==> config.mk <==
export PLATFORM = sky130hd
export DESIGN_NAME = miss_sequencer
export DESIGN_NICKNAME = d
export VERILOG_FILES = /design/src/rtl/cache_pkg.sv /design/src/rtl/miss_sequencer.sv
export SDC_FILE = /design/constraint.sdc
export NUM_CORES = 1
export LEC_CHECK = 0
export BUFFER_PORTS_ARGS = -buffer_cell sky130_fd_sc_hd__buf_2
export CAP_MARGIN = 30
export CORE_AREA = 3 3 135 137
export CTS_CLUSTER_SIZE = 10
export DETAILED_ROUTE_END_ITERATION = 8
export DIE_AREA = 0 0 138 140
export PLACE_DENSITY = 0.78
export SLEW_MARGIN = 5
export SYNTH_ARGS = -nofsm -noshare
export SYNTH_HDL_FRONTEND = slang
export SYNTH_SLANG_ARGS = --single-unit
==> constraint.sdc <==
create_clock -name CPU_CLK -period 3.8 [get_ports CPU_CLK]
set_input_delay 0.38 -clock CPU_CLK [delete_from_list [all_inputs] [get_ports CPU_CLK]]
set_output_delay 0.38 -clock CPU_CLK [all_outputs]
set_load 0.1 [all_outputs]
==> src/rtl/cache_pkg.sv <==
package cache_pkg;

  // fixed field positions of the virtual address
  localparam int VTAG_LSB    = 18;
  localparam int VTAG_BITS   = 14;
  localparam int TLB_IDX_LSB = 10;
  localparam int TLB_IDX_BITS = 8;
  localparam int WORD_LSB    = 2;

  // physical side
  localparam int PAGE_BITS  = 10;
  localparam int FRAME_BITS = 16;

  typedef logic [31:0] vaddr_t;

  // frame number doubles as the cache tag
  typedef logic [FRAME_BITS-1:0] line_tag_t;

  typedef struct packed {
    line_tag_t frame;
    logic [PAGE_BITS-1:0] offset;
  } paddr_t;

  typedef struct packed {
    vaddr_t addr;
    logic write;
    logic [31:0] wdata;
  } cpu_req_t;

  typedef struct packed {
    logic [31:0] rdata;
    logic fault;
  } cpu_rsp_t;

  typedef struct packed {
    logic [VTAG_BITS-1:0] vtag;
    line_tag_t frame;
  } tlb_entry_t;

  typedef struct packed {
    logic [TLB_IDX_BITS-1:0] index;
    tlb_entry_t entry;
  } tlb_load_t;

  typedef struct packed {
    paddr_t addr;
    logic write;
    logic [31:0] wdata;
  } mem_req_t;

  // one cycle after the lookup address
  typedef struct packed {
    logic hit;
    logic fault;
    paddr_t paddr;
    logic [31:0] rdata;
  } lookup_t;

endpackage

==> src/rtl/miss_sequencer.sv <==
`timescale 1ns/1ps

module miss_sequencer #(
  parameter int CACHE_WORDS = 256,
  parameter int LINE_WORDS  = 2
) (
  input  logic                           CPU_CLK,
  input  logic                           RST,
  input  logic                           req_valid,
  input  cache_pkg::cpu_req_t            req,
  output cache_pkg::vaddr_t              lookup_vaddr,
  input  cache_pkg::lookup_t             look,
  output logic                           fill_we,
  output logic [$clog2(CACHE_WORDS)-1:0] fill_index,
  output cache_pkg::line_tag_t           fill_tag,
  output logic [31:0]                    fill_data,
  output logic                           mem_valid,
  output cache_pkg::mem_req_t            mem_req,
  input  logic                           mem_ack,
  input  logic [31:0]                    mem_rdata,
  output logic                           busy,
  output logic                           rsp_valid,
  output cache_pkg::cpu_rsp_t            rsp
);

  localparam int IW = $clog2(CACHE_WORDS);
  localparam int CW = $clog2(LINE_WORDS);
  localparam int LINE_LSB = cache_pkg::WORD_LSB + CW;
  localparam logic [cache_pkg::PAGE_BITS-1:0] LINE_MASK =
    ~cache_pkg::PAGE_BITS'((1 << LINE_LSB) - 1);
  localparam logic [CW-1:0] LAST_WORD = CW'(LINE_WORDS - 1);

  typedef enum logic [1:0] {
    S_IDLE,
    S_LOOKUP,
    S_READ,
    S_WRITE
  } state_t;

  state_t state;
  logic [CW-1:0] word_cnt;
  logic accept;
  logic last_ack;

  cache_pkg::cpu_req_t req_q;
  cache_pkg::mem_req_t mem_req_q;
  logic wr_hit;

  // hits and faults finish in the lookup cycle without raising busy
  assign busy = (state == S_READ) || (state == S_WRITE) ||
                ((state == S_LOOKUP) && !look.fault && (req_q.write || !look.hit));

  assign accept = req_valid && !busy;
  assign last_ack = mem_ack && (word_cnt == LAST_WORD);

  // RAMs read the new address in the strobe cycle
  assign lookup_vaddr = accept ? req.addr : req_q.addr;

  always_ff @(posedge CPU_CLK)
  begin
    if (!RST)
    begin
      state     <= S_IDLE;
      word_cnt  <= '0;
      rsp_valid <= 1'b0;
    end
    else
    begin
      rsp_valid <= 1'b0;
      case (state)
        S_IDLE:
        begin
          if (accept)
          begin
            state <= S_LOOKUP;
          end
        end
        S_LOOKUP:
        begin
          word_cnt <= '0;
          if (look.fault || (!req_q.write && look.hit))
          begin
            rsp_valid <= 1'b1;
            state     <= accept ? S_LOOKUP : S_IDLE;
          end
          else
          begin
            state <= req_q.write ? S_WRITE : S_READ;
          end
        end
        S_READ:
        begin
          if (mem_ack)
          begin
            word_cnt <= word_cnt + 1'b1;
          end
          if (last_ack)
          begin
            rsp_valid <= 1'b1;
            state     <= S_IDLE;
          end
        end
        default:
        begin
          if (mem_ack)
          begin
            rsp_valid <= 1'b1;
            state     <= S_IDLE;
          end
        end
      endcase
    end
  end

  // request, memory command and response payload
  always_ff @(posedge CPU_CLK)
  begin
    if (accept)
    begin
      req_q <= req;
    end
    if (state == S_LOOKUP)
    begin
      wr_hit                 <= look.hit;
      mem_req_q.addr.frame   <= look.paddr.frame;
      mem_req_q.addr.offset  <= req_q.write ? look.paddr.offset
                                            : (look.paddr.offset & LINE_MASK);
      mem_req_q.write        <= req_q.write;
      mem_req_q.wdata        <= req_q.wdata;
      rsp.fault              <= look.fault;
      rsp.rdata              <= (look.fault || req_q.write) ? 32'h0 : look.rdata;
    end
    // keep only the word the CPU asked for
    if ((state == S_READ) && mem_ack &&
        (word_cnt == req_q.addr[cache_pkg::WORD_LSB +: CW]))
    begin
      rsp.rdata <= mem_rdata;
    end
  end

  assign mem_valid = (state == S_READ) || (state == S_WRITE);
  assign mem_req   = mem_req_q;

  // fills take every returned word, writes update only on a hit
  assign fill_we   = mem_ack && ((state == S_READ) || ((state == S_WRITE) && wr_hit));
  assign fill_tag  = mem_req_q.addr.frame;
  assign fill_data = (state == S_WRITE) ? req_q.wdata : mem_rdata;

  always_comb
  begin
    if (state == S_READ)
    begin
      fill_index = {req_q.addr[LINE_LSB +: IW - CW], word_cnt};
    end
    else
    begin
      fill_index = req_q.addr[cache_pkg::WORD_LSB +: IW];
    end
  end

endmodule

After elaboration in Yosys (flattened, before gate mapping)
Index checks and enable logic that the tools add are counted.

word-level totals
  flip-flop bits (word level) = 162
  output and inout bits = 184
  logic and storage cells = 66

operators by class
  add/subtract/negate cells = 1
  eq/ne operators = 7
  multiplexer cells = 19
  reduce and logical (&&, ||, !) cells = 25

operator list
  kind                   number
  $mux W32               4
  $mux W33               1
  $logic_and A1 B1 Y1    9
  $mux W2                4
  $mux W1                7
  $logic_or A1 B1 Y1     6
  $ne A2 B2 Y1 const B   3
  $pmux W2 S3            1
  $eq A2 B2 Y1 const B   2
  $logic_not A1 Y1       4
  $reduce_bool A2 Y1     2
  $reduce_bool A4 Y1     1
  $pmux W1 S3            1
  $reduce_and A3 Y1      1
  $eq A2 B1 Y1 const B   1
  $logic_not A2 Y1       1
  $pmux W1 S2            1
  $reduce_and A2 Y1      1
  $add A1 B1 Y1 const B  1
  $eq A1 B1 Y1           1

Longest topological paths before layout
Gate-level depths: netlist of run 1.

  depth after elaboration = 9
  gate-level depth with buffers = 5
  mapped depth without buffers = 4

Worst setup path after synthesis of run 1
No wires, ideal clock.

  kind = flip-flop to flip-flop
  start point = reg state[0]
  end point = reg rsp[10] (netlist name) (enable)
  setup time = 0.375 ns
  arrival time = 2.432 ns
  data required time = 3.425 ns
  setup slack = 0.993 ns
  cell stages (with the launch flop) = 5
  path buffers = 1
  clock period less this slack = 2.807 ns
  path through = dfxtp_1 -> buf_4 -> nand2b_1 -> inv_1 -> or2_2

on the way
  cells in the longest elaborated chain, start to end = 4
  elaborated cells on any way between the ends = 5

ends and longest elaborated chain
  element                            RTL line               text
  start, declared                    miss_sequencer.sv:40   state_t state;
  start signal, assigned             miss_sequencer.sv:84   state <= accept ? S_LOOKUP : S_IDLE;
  start signal, assigned             miss_sequencer.sv:88   state <= req_q.write ? S_WRITE : S_READ;
  $eq A2 B2 Y1                       miss_sequencer.sv:134  if ((state == S_READ) && mem_ack &&
  $logic_and A1 B1 Y1 (2 in series)  miss_sequencer.sv:134
  $reduce_bool A2 Y1 (no line) *     --
  end, declared                      miss_sequencer.sv:23   output cache_pkg::cpu_rsp_t rsp

Every way passes the cells marked *; elsewhere a longest branch is shown, timed or not.
A chain may end at the register's enable or synchronous reset.

Worst setup path in the final report of run 1
  start point = reg state[1]
  end point = out fill_data[29]

on the way
  cells in the longest elaborated chain, start to end = 2

ends and longest elaborated chain
  element        RTL line               text
  $eq A2 B2 Y1   miss_sequencer.sv:147  assign fill_data = (state == S_WRITE) ? req_q.wdata : mem_rdata;
  $mux W32       miss_sequencer.sv:147
  end, declared  miss_sequencer.sv:16   output logic [31:0] fill_data,

Every way passes these cells.

==> run summary, run 1 <==
Vias/cell: 4.759
Clock root buffer: clkbuf_16
Core Area: 0.01718 mm^2
Routed Antenna Nets: 0
CTS tree: built
CP endpoint: fill_data[29]
Clock Skew: 0.01209 ns
Worst endpoint required time: 3.42 ns
Critical path buffers and inverters: 2
Crit path time final: 2.694 ns
Met1 Wirelength: 6851 um
Setup bufs post-CTS: 0
FF-to-FF Start: state[0]
VDD IR max: 342.5 uV
Final worst-path cycle share: 0.7091
Critical path origin: state[1]
Final Max Tran Viols: 0
DP Area: 0.008133 mm^2
TNS Setup: 0 ns
Hold Violations, Final: 0
Routed Wire Length: 17590 um
CTS sink cnt: 162
Highest routed layer: met4
Io pins: 345
Setup crit end kind: primary output
Ys async rst share: 0
Clk Latency, worst-skew pair: 0.41 ns
RSZ-0062 raised after global routing: no
Wire length on met2: 8963 um
Die ar.: 0.01932 mm^2
WL/cell: 19.48 um
Mean Syn Cell Area: 19.20 um^2
Initial core utilization: 0.3711
Setup Crit Path Kind: flip-flop to primary output
Routability cong.: 0.8154
Cts hold-fix bufs: 0
First-pass GRT wire length: 25920 um
Worst Tran Pin Value: 0.8630 ns
Pleak: 3.695 nW
Top FF cell, synth: edfxtp_1
Initial antenna violation count: 1
Detailed-route via count: 4297
Starting DRC count in detailed routing: 212
Worst r2r dst: rsp[32]
Initial DRT Pass Iterations: 4
Sequence of cells on the critical path: nand2_2 -> buf_16 -> mux2_2 -> buf_2
Fin cells: 903
Crit path DAT: 2.31 ns
Area delta synth->final: 37.35%
Highest-delay cell along the critical path: dfxtp_1
Gr usage total: 0.1774
Post-synth EDFFs: 158
Cell area after layout: 0.008756 mm^2
Largest net degree at the start of global routing: 63
Fillers: 1470
R2R cell count: 4
Critical path depth in cells: 4
Reg area: 0.004825 mm^2
NumNets Final: 825
Relative slew slack: 0.4246
Area occupied by multi-input gates: 0.001249 mm^2
Max Buffers Root-to-Sink: 2
PostCTS Resize Cnt: 0
Register bit total from synthesis: 162
Reg2reg setup slack: 1.68 ns
Synthesized Nets: 493
HP Class: input port to flip-flop
Placed cells: 868
Vias in the first global route: 4468
# rows: 48
Sequential area share after synthesis: 0.7568
Yosys cell types: 32
Die height: 140 um
Clock-pin slew on the worst setup and hold paths: 0.07 ns
Pwr dens: 590.8 mW/mm^2
Synth Instances: 332
Hpwl dp: 13020 um
Worst Setup Start Kind: flip-flop
DRC violations left: 0
Grt total ovfl: 0
CP Max Fanout: 21
DR WL met3: 1263 um
Ys Warns: 0
Layout cells sized above 1: 0.6795
Status: complete, no violations
Die width: 138 um
Cell area after synthesis: 0.006375 mm^2
TritonCTS buffer count: 17
Critical path's largest stage delay: 0.56 ns
Fmax: 0.3711 GHz
Crit path max-delay family: buffers and inverters
Number of port buffers: 344
Max cap viols: 0
Setup violators final: 0
H-tree depth: 4
[Yosys cell counts, drive strengths merged, types with 2 or more instances]
master	instances	share of area
edfxtp	158	0.74
buf	36	0.044
a21oi	3	0.0024
nand2b	2	0.0031
a21boi	3	0.0035
and2	3	0.0035
nor3	2	0.0031
a22o	32	0.044
nand2	3	0.0026
mux2	64	0.11
nor2b	2	0.0024
o21ai	3	0.0041
inv	5	0.0029
clkbuf	2	0.0027
dfxtp	4	0.013
[placed cells by master (no fill, tap or decap), types with 3 or more instances in the layout]
cell       count
a21boi_0       3
a21oi_1        3
a22o_1        32
and2_2         3
buf_2        344
buf_4          5
clkbuf_16     17
dfxtp_1        4
edfxtp_1     158
inv_1          3
inv_6          5
mux2_2        64
[layer usage]
| metal | vias to the layer above | GRT usage |
|---|---|---|
| met1 | 2070 | 0.2026 |
| met4 | 0 | 0.06968 |
| met2 | 243 | 0.3119 |
| met3 | 30 | 0.05531 |
| li1 | 1954 | - |
| met5 | - | 0 |
[where the power goes]
part	leakage [nW]	switching (mW)	internal, mW
combinational	1.89	1.16	0.217
sequential	1.53	0.0446	2.10
clock	0.277	0.734	0.920
total	3.70	1.93	3.24
[worst min-delay path by stage]
stage | from | to | slack [ns] | cells past startpoint
2_1_floorplan | req_q[0] | mem_req[0] | 0.42 | 0
3_3_place_gp | req_q[28] | mem_req[28] | 0.42 | 0
3_5_place_dp | req_q[2] | mem_req[2] | 0.43 | 0
4_1_cts | look[40] | mem_req[41] | 0.12 | 1
5_1_grt | req[11] | req_q[11] | 0.11 | 1
6_report | req[11] | req_q[11] | 0.14 | 1
[layout make-up]
| class | count | share of cell area |
|---|---|---|
| antenna | 1 | 0.0002858 |
| sequential | 162 | 0.5510 |
| timing repair buffer | 351 | 0.2063 |
| clock inverter | 15 | 0.01686 |
| inverter | 5 | 0.002143 |
| multi-input combinational | 127 | 0.1426 |
| tap | 225 | 0.03215 |
| clock buffer | 17 | 0.04859 |
[kinds of logic after synthesis]
group / Yosys count / synth area share
flip-flops: 162 / 0.7568
AND/OR/NAND/NOR: 16 / 0.01904
buffers and inverters: 43 / 0.04926
XOR/XNOR: 1 / 0.001374
AO/OA/AOI/OAI: 46 / 0.06045
multiplexers: 64 / 0.1131
[registers in the layout, indices dropped and copies added (netlist names)]
name,flops
word_cnt,1
mem_req,43
rsp_valid,1
fill_tag,16
wr_hit,1
rsp,33
req_q,65
state,2
[stage by stage]
stage	hold WS, ns	setup WS, ns	util	power, mW
2_1_floorplan	0.4222	0.9931	-	3.319
6_report	0.1369	1.106	0.5098	5.173
5_1_grt	0.1103	0.9614	0.5098	5.349
4_1_cts	0.1174	0.7306	0.5068	5.227
3_3_place_gp	0.4246	1.238	0.4735	3.547
3_5_place_dp	0.4310	1.141	0.4735	3.562
(Power assumes the default switching activity.)
==> inputs of run 2 (changes only) <==
clock period = 2.55 ns   (was 3.8 ns; I/O delays follow)
==> run summary, run 2 (synthesis results as in run 1) <==
Status: complete, no violations
Crit path time final: 2.381 ns
Clock-pin slew on the worst setup and hold paths: 0.07 ns (about the same)
Routed Wire Length: 17580 um (about the same)
Setup violators final: 0 (unchanged)
Die width: 138 um (unchanged)
DRC violations left: 0 (unchanged)
HP Class: input port to flip-flop
Clock Skew: 0.009478 ns (-0.002614 ns)
Hold Violations, Final: 0 (unchanged)
Die ar.: 0.01932 mm^2 (unchanged)
# rows: 48 (unchanged)
Grt total ovfl: 0 (unchanged)
Worst Setup Start Kind: flip-flop
RSZ-0062 raised after global routing: no
Overall power: 7.889 mW (+53%)
Routability cong.: 0.8112 (-0.52%)
CTS tree: built
Clk Latency, worst-skew pair: 0.41 ns (about the same)
Worst endpoint required time: 2.30 ns (-1.12 ns)
WL/cell: 19.25 um (-1.2%)
Worst Tran Pin Value: 0.8280 ns (-0.03504 ns)
Detailed-route via count: 4324 (+0.63%)
Setup Crit Path Kind: flip-flop to primary output
Max cap viols: 0 (unchanged)
Reg area: 0.004825 mm^2 (unchanged)
Vias/cell: 4.736 (-0.47%)
Final worst-path cycle share: 0.9337
Final Max Tran Viols: 0 (unchanged)
CP Max Fanout: 33 (+57%)
Sequence of cells on the critical path: nand2b_4 -> o21ai_4 -> buf_6 -> mux2_2 -> buf_12
Highest-delay cell along the critical path: dfxtp_1
Vias in the first global route: 4511 (+0.96%)
Largest net degree at the start of global routing: 63 (unchanged)
TritonCTS buffer count: 17 (unchanged)
CTS sink cnt: 162 (unchanged)
Initial core utilization: 0.3711 (unchanged)
Initial antenna violation count: 1 (unchanged)
Net Sw Frac: 0.3636 (-0.01031)
Cell Int Power: 5.020 mW (+55%)
Worst hold margin: 0.02198 ns (-0.1150 ns)
NumNets Final: 836 (+1.3%)
Switching power: 2.868 mW (+48%)
Relative slew slack: 0.4480 (+0.02336)
Initial DRT Pass Iterations: 4 (unchanged)
Clock power share: 0.304 (-0.016)
Routed Antenna Nets: 0 (unchanged)
Critical path buffers and inverters: 2 (unchanged)
Pleak: 3.941 nW (+6.6%)
Io pins: 345 (unchanged)
VDD IR max: 468.9 uV (+37%)
Fmax: 0.4200 GHz
Most frequent cells in the layout: 301 x buf_2, 158 x edfxtp_1, 64 x mux2_2
Pwr dens: 831.8 mW/mm^2 (+41%)
Critical path's largest stage delay: 0.57 ns (about the same)
Gr usage total: 0.1774 (about the same)
Core Area: 0.01718 mm^2 (unchanged)
First-pass GRT wire length: 26450 um (+2.0%)
Die height: 140 um (unchanged)
Layout cells sized above 1: 0.6686 (-0.01086)
Area occupied by multi-input gates: 0.001249 mm^2 (unchanged)
Crit path DAT: 2.13 ns (-0.18 ns)
Setup crit end kind: primary output
Comb pwr share: 0.291 (+0.026)
Biggest register: req_q
Crit path max-delay family: flip-flops
Ant diodes: 0 (-1)
Starting DRC count in detailed routing: 241 (+14%)
Commonest non-fill, non-tap cell in the layout: buf_2
Max reg flops: 65 (unchanged)
Number of port buffers: 344 (unchanged)
Seq pwr share: 0.406 (-0.009)
Setup bufs post-CTS: 0 (unchanged)
H-tree depth: 4 (unchanged)
Fillers: 1383 (-5.9%)
TNS Setup: 0 ns (unchanged)
Clock root buffer: clkbuf_16
Max Buffers Root-to-Sink: 2 (unchanged)
Hpwl dp: 13060 um (+0.32%)
Area delta synth->final: 48.77%
==> run 2: final timing paths <==
kind                   from               end  slack, ns  cells after the start
setup reg to reg   state[0]         rsp_valid       0.51                      5
hold reg to reg   req_q[10]       mem_req[10]       0.45                      0
hold / removal     look[36]       mem_req[37]       0.02                      1
setup / recovery   state[0]  lookup_vaddr[28]       0.17                      5
==> run 2: power groups by stage <==
stage	registers (mW)	clock network, mW	logic [mW]
finish	3.20	2.40	2.29
global route	3.22	2.56	2.35
CTS	3.20	2.46	2.30
detailed placement	3.25	0	2.29
global placement	3.25	0	2.27
floorplan	3.87	0	1.07
==> run 2: timing repair <==
action | in CTS | in global routing
endpoints found under the hold margin | 6 | 4
gates resized for setup | 0 | 1
hold buffers | 6 | 4
setup endpoints to repair | 0 | 32
==> run 2: per-layer routing <==
metal / vias up / routed length (um) / GRT usage
met5: - / 7 / 0
met4: 2 / 299 / 0.04732
met3: 23 / 1550 / 0.06384
met2: 245 / 9015 / 0.3029
met1: 2087 / 6703 / 0.2146
li1: 1967 / - / -
==> run 2: cell type report <==
type / count / share of cell area
multi-input cells: 127 / 0.1317
clock buffers: 18 / 0.04525
flip-flops and latches: 162 / 0.5087
inverters: 5 / 0.002770
repair buffers: 362 / 0.2682
well taps: 225 / 0.02968
clock inverters: 14 / 0.01372
==> run 2: stage by stage <==
| stage | area, um^2 | worst slack, ns | util | instances |
|---|---|---|---|---|
| floorplan | 6382 | 0.02333 | - | 332 |
| global placement | 8821 | 0.5489 | 0.5135 | 871 |
| detailed placement | 8821 | 0.4817 | 0.5135 | 871 |
| CTS | 9440 | 0.04907 | 0.5496 | 909 |
| global route | 9484 | 0.04333 | 0.5522 | 913 |
| finish | 9484 | 0.1690 | 0.5522 | 913 |
==> run 2: worst register-to-register path: cells and delay by family (launching register included) <==
family	cells	cell delay [ns]
buffers and inverters	2	0.76
AO/OA/AOI/OAI	2	0.40
flip-flops	1	0.57
AND/OR/NAND/NOR	1	0.24
